===== config.mk =====
export PLATFORM = sky130hd
export DESIGN_NAME = rv_core
export DESIGN_NICKNAME = d
export VERILOG_FILES = /design/src/hw/rv_pkg.sv /design/src/hw/rv_pc.sv /design/src/hw/rv_idec.sv /design/src/hw/rv_regfile.sv /design/src/hw/rv_alu.sv /design/src/hw/rv_bcmp.sv /design/src/hw/rv_mem_fmt.sv /design/src/hw/rv_core.sv
export SDC_FILE = /design/constraint.sdc
export NUM_CORES = 2
export LEC_CHECK = 0
export ABC_AREA = 1
export CAP_MARGIN = 25
export CORE_ASPECT_RATIO = 1.5
export CORE_UTILIZATION = 28
export DETAILED_ROUTE_END_ITERATION = 16
export DONT_BUFFER_PORTS = 1
export PLACE_DENSITY_LB_ADDON = 0.08
export SETUP_SLACK_MARGIN = 0.15
export SYNTH_ARGS = -nofsm -noshare
export SYNTH_HDL_FRONTEND = slang
export SYNTH_SLANG_ARGS = --single-unit

===== constraint.sdc =====
create_clock -name clk -period 18 [get_ports clk]
set_clock_uncertainty 0.15 [all_clocks]
set_input_delay 3.6 -clock clk [delete_from_list [all_inputs] [get_ports clk]]
set_output_delay 3.6 -clock clk [all_outputs]
set_load 0.01 [all_outputs]

===== src/hw/rv_pkg.sv =====
package rv_pkg;

  localparam int xlen = 32;

  typedef logic [xlen-1:0] word_t;
  typedef logic [31:0] instr_t;
  typedef logic [4:0] reg_addr_t;
  typedef logic [2:0] funct3_t;
  typedef logic [3:0] strb_t;
  typedef logic [3:0] alu_op_t;
  typedef logic [1:0] res_src_t;
  typedef logic [1:0] a_src_t;

  // --------------------
  // Opcodes
  // --------------------
  localparam logic [6:0] op_lui = 7'b0110111;
  localparam logic [6:0] op_auipc = 7'b0010111;
  localparam logic [6:0] op_jal = 7'b1101111;
  localparam logic [6:0] op_jalr = 7'b1100111;
  localparam logic [6:0] op_branch = 7'b1100011;
  localparam logic [6:0] op_load = 7'b0000011;
  localparam logic [6:0] op_store = 7'b0100011;
  localparam logic [6:0] op_imm = 7'b0010011;
  localparam logic [6:0] op_reg = 7'b0110011;
  localparam logic [6:0] op_system = 7'b1110011;

  localparam instr_t instr_ebreak = 32'h0010_0073;
  localparam word_t reset_pc = '0;

  // --------------------
  // ALU operations
  // --------------------
  localparam alu_op_t alu_add = 4'd0;
  localparam alu_op_t alu_sub = 4'd1;
  localparam alu_op_t alu_and = 4'd2;
  localparam alu_op_t alu_or = 4'd3;
  localparam alu_op_t alu_xor = 4'd4;
  localparam alu_op_t alu_slt = 4'd5;
  localparam alu_op_t alu_sltu = 4'd6;
  localparam alu_op_t alu_sll = 4'd7;
  localparam alu_op_t alu_srl = 4'd8;
  localparam alu_op_t alu_sra = 4'd9;
  localparam alu_op_t alu_pass_b = 4'd10;

  // Writeback and operand A sources
  localparam res_src_t res_alu = 2'd0;
  localparam res_src_t res_load = 2'd1;
  localparam res_src_t res_link = 2'd2;

  localparam a_src_t a_rs1 = 2'd0;
  localparam a_src_t a_zero = 2'd1;
  localparam a_src_t a_pc = 2'd2;

  typedef struct packed {
    logic      reg_write;
    logic      mem_write;
    logic      mem_read;
    a_src_t    a_src;
    logic      b_imm;
    res_src_t  res_src;
    logic      is_branch;
    logic      is_jump;
    logic      jalr;
    logic      alu_imm;
    reg_addr_t rd;
    funct3_t   funct3;
    logic      funct7_b5;
  } ctrl_t;

endpackage


===== src/hw/rv_pc.sv =====
`timescale 1ns/100ps

module rv_pc (
  input  logic          clk,
  input  logic          rst,
  input  logic          halt,
  input  logic          pc_sel,
  input  rv_pkg::word_t target,
  output rv_pkg::word_t pc,
  output rv_pkg::word_t pc_plus4
);
  import rv_pkg::*;

  assign pc_plus4 = pc + word_t'(4);

  // Halt freezes the PC on EBREAK
  always_ff @(posedge clk) begin
    if (rst) begin
      pc <= reset_pc;
    end else if (!halt) begin
      pc <= pc_sel ? target : pc_plus4;
    end
  end

endmodule


===== src/hw/rv_idec.sv =====
`timescale 1ns/100ps

module rv_idec (
  input  rv_pkg::instr_t    instr,
  output rv_pkg::ctrl_t     ctrl,
  output rv_pkg::reg_addr_t rs1,
  output rv_pkg::reg_addr_t rs2,
  output rv_pkg::word_t     imm,
  output logic              is_ebreak
);
  import rv_pkg::*;

  logic [6:0] opcode;
  word_t imm_i;
  word_t imm_s;
  word_t imm_b;
  word_t imm_u;
  word_t imm_j;

  assign opcode = instr[6:0];
  assign rs1 = instr[19:15];
  assign rs2 = instr[24:20];
  assign is_ebreak = (instr == instr_ebreak);

  // --------------------
  // Immediate formats
  // --------------------
  assign imm_i = {{20{instr[31]}}, instr[31:20]};
  assign imm_s = {{20{instr[31]}}, instr[31:25], instr[11:7]};
  assign imm_b = {{19{instr[31]}}, instr[31], instr[7], instr[30:25], instr[11:8], 1'b0};
  assign imm_u = {instr[31:12], 12'b0};
  assign imm_j = {{11{instr[31]}}, instr[31], instr[19:12], instr[20], instr[30:21], 1'b0};

  // --------------------
  // Control decode
  // --------------------
  always_comb begin
    ctrl = '0;
    ctrl.a_src = a_rs1;
    ctrl.res_src = res_alu;
    ctrl.rd = instr[11:7];
    ctrl.funct3 = instr[14:12];
    ctrl.funct7_b5 = instr[30];
    imm = imm_i;

    case (opcode)
      op_lui: begin
        ctrl.reg_write = 1'b1;
        ctrl.a_src = a_zero;
        ctrl.b_imm = 1'b1;
        imm = imm_u;
      end
      op_auipc: begin
        ctrl.reg_write = 1'b1;
        ctrl.a_src = a_pc;
        ctrl.b_imm = 1'b1;
        imm = imm_u;
      end
      op_jal: begin
        ctrl.reg_write = 1'b1;
        ctrl.a_src = a_pc;
        ctrl.b_imm = 1'b1;
        ctrl.res_src = res_link;
        ctrl.is_jump = 1'b1;
        imm = imm_j;
      end
      op_jalr: begin
        ctrl.reg_write = 1'b1;
        ctrl.b_imm = 1'b1;
        ctrl.res_src = res_link;
        ctrl.is_jump = 1'b1;
        ctrl.jalr = 1'b1;
      end
      op_branch: begin
        ctrl.is_branch = 1'b1;
        imm = imm_b;
      end
      op_load: begin
        ctrl.reg_write = 1'b1;
        ctrl.mem_read = 1'b1;
        ctrl.b_imm = 1'b1;
        ctrl.res_src = res_load;
      end
      op_store: begin
        ctrl.mem_write = 1'b1;
        ctrl.b_imm = 1'b1;
        imm = imm_s;
      end
      op_imm: begin
        ctrl.reg_write = 1'b1;
        ctrl.b_imm = 1'b1;
        ctrl.alu_imm = 1'b1;
      end
      op_reg: ctrl.reg_write = 1'b1;
      // EBREAK is flagged on its own, nothing written
      op_system: ctrl.reg_write = 1'b0;
      default: ctrl.reg_write = 1'b0;
    endcase
  end

endmodule


===== src/hw/rv_regfile.sv =====
`timescale 1ns/100ps

module rv_regfile (
  input  logic              clk,
  input  logic              rst,
  input  rv_pkg::reg_addr_t rs1,
  input  rv_pkg::reg_addr_t rs2,
  output rv_pkg::word_t     rs1_data,
  output rv_pkg::word_t     rs2_data,
  input  logic              we,
  input  rv_pkg::reg_addr_t rd,
  input  rv_pkg::word_t     rd_data
);
  import rv_pkg::*;

  // No storage behind x0
  word_t regs [1:31];

  always_ff @(posedge clk) begin
    if (rst) begin
      for (int i = 1; i < 32; i++) begin
        regs[i] <= '0;
      end
    end else if (we && rd != '0) begin
      regs[rd] <= rd_data;
    end
  end

  assign rs1_data = (rs1 == '0) ? '0 : regs[rs1];
  assign rs2_data = (rs2 == '0) ? '0 : regs[rs2];

endmodule


===== src/hw/rv_alu.sv =====
`timescale 1ns/100ps

module rv_alu (
  input  rv_pkg::ctrl_t ctrl,
  input  rv_pkg::word_t a,
  input  rv_pkg::word_t b,
  output rv_pkg::word_t result
);
  import rv_pkg::*;

  alu_op_t op;
  logic is_alu;
  logic [4:0] shamt;

  // OP-IMM, or a register write without an immediate (OP)
  assign is_alu = ctrl.alu_imm | (ctrl.reg_write & ~ctrl.b_imm);
  assign shamt = b[4:0];

  // --------------------
  // Operation decode
  // --------------------
  always_comb begin
    op = alu_add;
    if (ctrl.a_src == a_zero) begin
      op = alu_pass_b;
    end else if (is_alu) begin
      case (ctrl.funct3)
        3'b000: op = (ctrl.funct7_b5 && !ctrl.alu_imm) ? alu_sub : alu_add;
        3'b001: op = alu_sll;
        3'b010: op = alu_slt;
        3'b011: op = alu_sltu;
        3'b100: op = alu_xor;
        3'b101: op = ctrl.funct7_b5 ? alu_sra : alu_srl;
        3'b110: op = alu_or;
        default: op = alu_and;
      endcase
    end
  end

  always_comb begin
    case (op)
      alu_sub: result = a - b;
      alu_and: result = a & b;
      alu_or: result = a | b;
      alu_xor: result = a ^ b;
      alu_slt: result = word_t'($signed(a) < $signed(b));
      alu_sltu: result = word_t'(a < b);
      alu_sll: result = a << shamt;
      alu_srl: result = a >> shamt;
      alu_sra: result = word_t'($signed(a) >>> shamt);
      alu_pass_b: result = b;
      default: result = a + b;
    endcase
  end

endmodule


===== src/hw/rv_bcmp.sv =====
`timescale 1ns/100ps

module rv_bcmp (
  input  rv_pkg::funct3_t funct3,
  input  rv_pkg::word_t   a,
  input  rv_pkg::word_t   b,
  output logic            taken
);
  logic eq;
  logic lt_s;
  logic lt_u;
  logic cond;

  assign eq = (a == b);
  assign lt_s = ($signed(a) < $signed(b));
  assign lt_u = (a < b);

  // Bit 0 of funct3 inverts the base condition (BNE, BGE, BGEU)
  always_comb begin
    case (funct3[2:1])
      2'b00: cond = eq;
      2'b10: cond = lt_s;
      2'b11: cond = lt_u;
      default: cond = 1'b0;
    endcase
  end

  assign taken = cond ^ funct3[0];

endmodule


===== src/hw/rv_mem_fmt.sv =====
`timescale 1ns/100ps

module rv_mem_fmt (
  input  rv_pkg::funct3_t funct3,
  input  logic            mem_write,
  input  logic [1:0]      addr_lo,
  input  rv_pkg::word_t   st_data,
  output rv_pkg::word_t   wdata,
  output rv_pkg::strb_t   wstrb,
  input  rv_pkg::word_t   rdata,
  output rv_pkg::word_t   ld_data
);
  import rv_pkg::*;

  word_t lane;
  logic ld_sign;

  // --------------------
  // Store placement
  // --------------------
  always_comb begin
    wdata = st_data;
    wstrb = 4'b1111;
    case (funct3[1:0])
      2'b00: begin
        wdata = {4{st_data[7:0]}};
        wstrb = strb_t'(4'b0001 << addr_lo);
      end
      2'b01: begin
        wdata = {2{st_data[15:0]}};
        wstrb = strb_t'(4'b0011 << {addr_lo[1], 1'b0});
      end
      default: wstrb = 4'b1111;
    endcase
    if (!mem_write) begin
      wstrb = '0;
    end
  end

  // --------------------
  // Load extraction
  // --------------------

  // Addressed byte or half moved down to bit 0
  assign lane = rdata >> {addr_lo, 3'b000};

  // LBU and LHU have funct3[2] set
  assign ld_sign = ~funct3[2];

  always_comb begin
    case (funct3[1:0])
      2'b00: ld_data = {{24{lane[7] & ld_sign}}, lane[7:0]};
      2'b01: ld_data = {{16{lane[15] & ld_sign}}, lane[15:0]};
      default: ld_data = rdata;
    endcase
  end

endmodule


===== src/hw/rv_core.sv =====
`timescale 1ns/100ps

module rv_core (
  input  logic           clk,
  input  logic           rst,
  output rv_pkg::word_t  imem_addr,
  input  rv_pkg::instr_t imem_rdata,
  output rv_pkg::word_t  dmem_addr,
  input  rv_pkg::word_t  dmem_rdata,
  output rv_pkg::word_t  dmem_wdata,
  output rv_pkg::strb_t  dmem_wstrb,
  output logic           dmem_re,
  output logic           ebreak
);
  import rv_pkg::*;

  word_t pc;
  word_t pc_plus4;
  word_t target;
  logic pc_sel;
  logic halt;
  logic run;
  ctrl_t ctrl;
  reg_addr_t rs1;
  reg_addr_t rs2;
  word_t imm;
  word_t rs1_data;
  word_t rs2_data;
  word_t alu_a;
  word_t alu_b;
  word_t alu_result;
  word_t ld_data;
  word_t rd_data;
  logic branch_taken;

  // No state changes while halted or held in reset
  assign run = ~halt & ~rst;
  assign ebreak = halt & ~rst;
  assign dmem_re = ctrl.mem_read & ~rst;

  rv_pc u_pc (
    .clk(clk), .rst(rst), .halt(halt), .pc_sel(pc_sel),
    .target(target), .pc(pc), .pc_plus4(pc_plus4)
  );

  assign imem_addr = pc;

  rv_idec u_idec (
    .instr(imem_rdata), .ctrl(ctrl), .rs1(rs1), .rs2(rs2), .imm(imm), .is_ebreak(halt)
  );

  rv_regfile u_regfile (
    .clk(clk), .rst(rst), .rs1(rs1), .rs2(rs2), .rs1_data(rs1_data), .rs2_data(rs2_data),
    .we(ctrl.reg_write & run), .rd(ctrl.rd), .rd_data(rd_data)
  );

  // --------------------
  // Execute
  // --------------------
  always_comb begin
    case (ctrl.a_src)
      a_zero: alu_a = '0;
      a_pc: alu_a = pc;
      default: alu_a = rs1_data;
    endcase
  end

  assign alu_b = ctrl.b_imm ? imm : rs2_data;

  rv_alu u_alu (.ctrl(ctrl), .a(alu_a), .b(alu_b), .result(alu_result));

  rv_bcmp u_bcmp (.funct3(ctrl.funct3), .a(rs1_data), .b(rs2_data), .taken(branch_taken));

  // JALR clears bit 0 of rs1 + imm
  assign target = ctrl.jalr ? {alu_result[xlen-1:1], 1'b0} : pc + imm;
  assign pc_sel = (ctrl.is_branch & branch_taken) | ctrl.is_jump;

  // --------------------
  // Memory and writeback
  // --------------------
  assign dmem_addr = alu_result;

  rv_mem_fmt u_mem_fmt (
    .funct3(ctrl.funct3), .mem_write(ctrl.mem_write & run), .addr_lo(alu_result[1:0]),
    .st_data(rs2_data), .wdata(dmem_wdata), .wstrb(dmem_wstrb),
    .rdata(dmem_rdata), .ld_data(ld_data)
  );

  always_comb begin
    case (ctrl.res_src)
      res_load: rd_data = ld_data;
      res_link: rd_data = pc_plus4;
      default: rd_data = alu_result;
    endcase
  end

endmodule


==> summary.txt <==
Setup path
  – CP Capture Type: primary output
  – Crit path arrival time: 12,660 ps
  – CP startpoint kind: primary input
  – Maximum fanout along the worst path: 250
  – Crit path kind: primary input to primary output
  – CP required: 14,250 ps

Placement
  – DP Area: 74,900 µm²
  – Place WS: 2410 ps
  – IO buf count: 0
  – Post-Place Cells: 12.3k
  – RePlAce Congestion: 1.05
  – Dpl hpwl: 301,000 µm

Power and ir drop
  – Worst IR drop on VDD: 0.0815 mV
  – Pwr Density: 103 nW/µm²
  – Lkg Pwr: 31.3 nW
  – Final Power: 8.13 mW

Yosys
  – Post-Syn Instances: 9,459
  – Largest cells by area after synthesis: edfxtp_1, nand2_1, nor2_1
  – Mapped Area: 72,000 µm²
  – Register area share after synthesis: 43.6%
  – Top-count cell post-synth: nand2_1
  – Asr flop ratio synth: 0%
  – Count of cell types in the netlist: 67
  – Top cells by instance count after synthesis: nand2_1, nor2_1, edfxtp_1
  – Synth top area share: 42.7%
  – Syn avg cell area: 7.61 µm²
  – Number of flops mapped to enable cells by yosys: 1,024
  – Yosys reg bits: 1,056
  – Syn. warnings: 0
  – Yosys top cell by area: edfxtp_1
  – Ys flop type: edfxtp_1

Clock network
  – Clock Sinks: 1,056
  – Insertion delay to the later sink of the worst-skew pair: 790 ps
  – CTS tree: yes
  – # Post-CTS Setup Buffers: 0
  – CTS Hold Bufs: 0
  – PostCTS Resize Cnt: 0
  – H-tree levels: 3
  – Clk root buf: clkbuf_16
  – Worst-path clk slew: 70 ps
  – CTS buffer count: 114
  – CTS max path bufs: 3

Global routing
  – Initial antenna violation count: 26
  – Largest net degree at the start of global routing: 705
  – Gr ovfl total: 0
  – Vias in the first global route: 70.0k
  – Tot GR Track Use: 34.4%
  – First-pass GRT wire length: 612,000 µm

Die
  – Core Area: 255,000 µm²
  – Die width: 416 µm
  – Starting Density: 28.2%
  – Die H: 623 µm
  – Die area: 259,000 µm²
  – Top-Level Pins: 168
  – FP Rows: 227

Route
  – Drt initial violations: 7,635
  – Antenna-violating nets left: 0
  – Drt wl/cell: 36.5 µm
  – Met3 wire length: 33,100 µm
  – M1 WL: 157,000 µm
  – Met2 WL post-DR: 220,000 µm
  – Residual DRC count: 0
  – Vias/cell: 5.72
  – Routed vias: 71.7k
  – DR top layer: met5
  – 1st-pass router iterations: 8
  – Final WL: 458,000 µm

Cells and area
  – Area delta synth->final: 9.70%
  – Fin area: 78,900 µm²
  – Fraction of layout cells with a size suffix above 1: 9.16%
  – Nets@finish: 9,352
  – Filler cell count: 27.3k
  – Fin util: 30.9%
  – Non-Filler Instances: 12.5k

STA
  – Setup TNS: 0 ps
  – Crit share post-route: 91.1%
  – Hold_ws: 497 ps
  – Final min period: 16,410 ps
  – RSZ-0062 raised after global routing: no
  – Fmax: 0.0610 GHz
  – Final Hold Fails: 0
  – Actual slew at the worst max-slew pin: 1550 ps
  – Slew margin rel.: -3.57%
  – Final WS setup: 1590 ps
  – Slew Limit Fails: 51
  – Finish-stage setup viols: 0

Hold path
  – Worst hold path class: flip-flop to flip-flop

Status
  – Status: finished, violations left
  – Failing checks: slew limit

Flow run
  – Max_cap viols: 0
[power by group]
part / internal (mW) / switching [mW] / total (mW)
Combinational: 0.552 / 2.26 / 2.81
Clock: 1.34 / 1.11 / 2.46
Sequential: 2.81 / 0.0567 / 2.86
[metal layers]
layer	global-route usage [%]	vias up
li1	-	31300
met1	36.0	35700
met2	58.2	3537
met3	7.37	1151
met4	30.3	24
met5	0	-
[final timing paths]
| path | endpoint | cells past startpoint | from | slack (ps) |
|---|---|---|---|---|
| worst max register to register | u_regfile.regs[6][21] | 24 | u_regfile.regs[30][1] | 9030 |
| worst max-delay path | dmem_addr[25] | 28 | imem_rdata[15] | 1590 |
| worst min register to register | u_pc.pc[29] | 2 | u_pc.pc[29] | 500 |
| worst min-delay path | u_pc.pc[29] | 2 | u_pc.pc[29] | 500 |
[logic make-up after synthesis]
family          Yosys count  synth area share [%]
fa+ha+maj               168                  2.95
other cells               1               0.00521
flops                  1056                  43.6
simple gates           4524                  26.3
xor+xnor                 78                 0.949
buf+inv                1471                  8.94
mux                      11                 0.153
compound gates         2150                  17.1
[critical path: stages]
cell	delay, ps
buf_16	270
buf_16	600
inv_8	740
buf_12	380
buf_4	380
nand2_1	80
nand3_1	70
nand2_1	60
a21oi_1	250
nor2_1	70
nand2_1	70
nand3_1	110
nand2_1	100
nand2_1	120
inv_1	150
ha_1	270
inv_1	140
nor3_1	200
a21oi_1	150
o21ai_0	420
a21boi_0	320
o21ai_0	650
a21oi_1	290
o21ai_0	950
a21o_1	330
nand2_1	70
a31oi_1	400
nand3_1	370
[area by class of cell]
type                    count  area, µm²  share of cell area, %
clock buffers             146       3080                   3.90
flip-flops and latches   1056      31400                   39.8
clock inverters            61        582                  0.737
multi-input cells        6963      34700                   44.0
inverters                 742       2820                   3.57
well taps                3320       4150                   5.26
diodes                      9       22.5                 0.0285
repair buffers            241       2180                   2.76
[registers in the layout (all words and copies together), names as in the netlist]
| signal | count |
|---|---|
| u_regfile.regs | 1024 |
| u_pc.pc | 32 |
[cells in the final DEF (no fill, tap or decap), types with 14 or more instances in the layout]
| master | count |
|---|---|
| nor2_1 | 1545 |
| dfxtp_1 | 32 |
| inv_1 | 683 |
| o21ai_1 | 59 |
| buf_12 | 14 |
| clkinv_1 | 29 |
| clkbuf_16 | 120 |
| ha_1 | 164 |
| xor2_1 | 67 |
| o22ai_1 | 32 |
| conb_1 | 32 |
| a21oi_1 | 601 |
| o2111ai_1 | 17 |
| buf_4 | 205 |
| nor3_1 | 45 |
| clkinv_2 | 22 |
| nand2_2 | 66 |
| edfxtp_1 | 1024 |
| o211ai_1 | 133 |
| nand2_4 | 30 |
| clkbuf_1 | 26 |
| nand4_1 | 49 |
| nand2_1 | 1850 |
| or2_2 | 33 |
| o221ai_1 | 64 |
| nand3_1 | 653 |
| o21ai_0 | 928 |
| inv_2 | 47 |
| a31oi_1 | 27 |
| a221oi_1 | 43 |
| a22oi_1 | 149 |
| nor2_2 | 197 |
No activity file was read; power rests on OpenSTA's default activity.
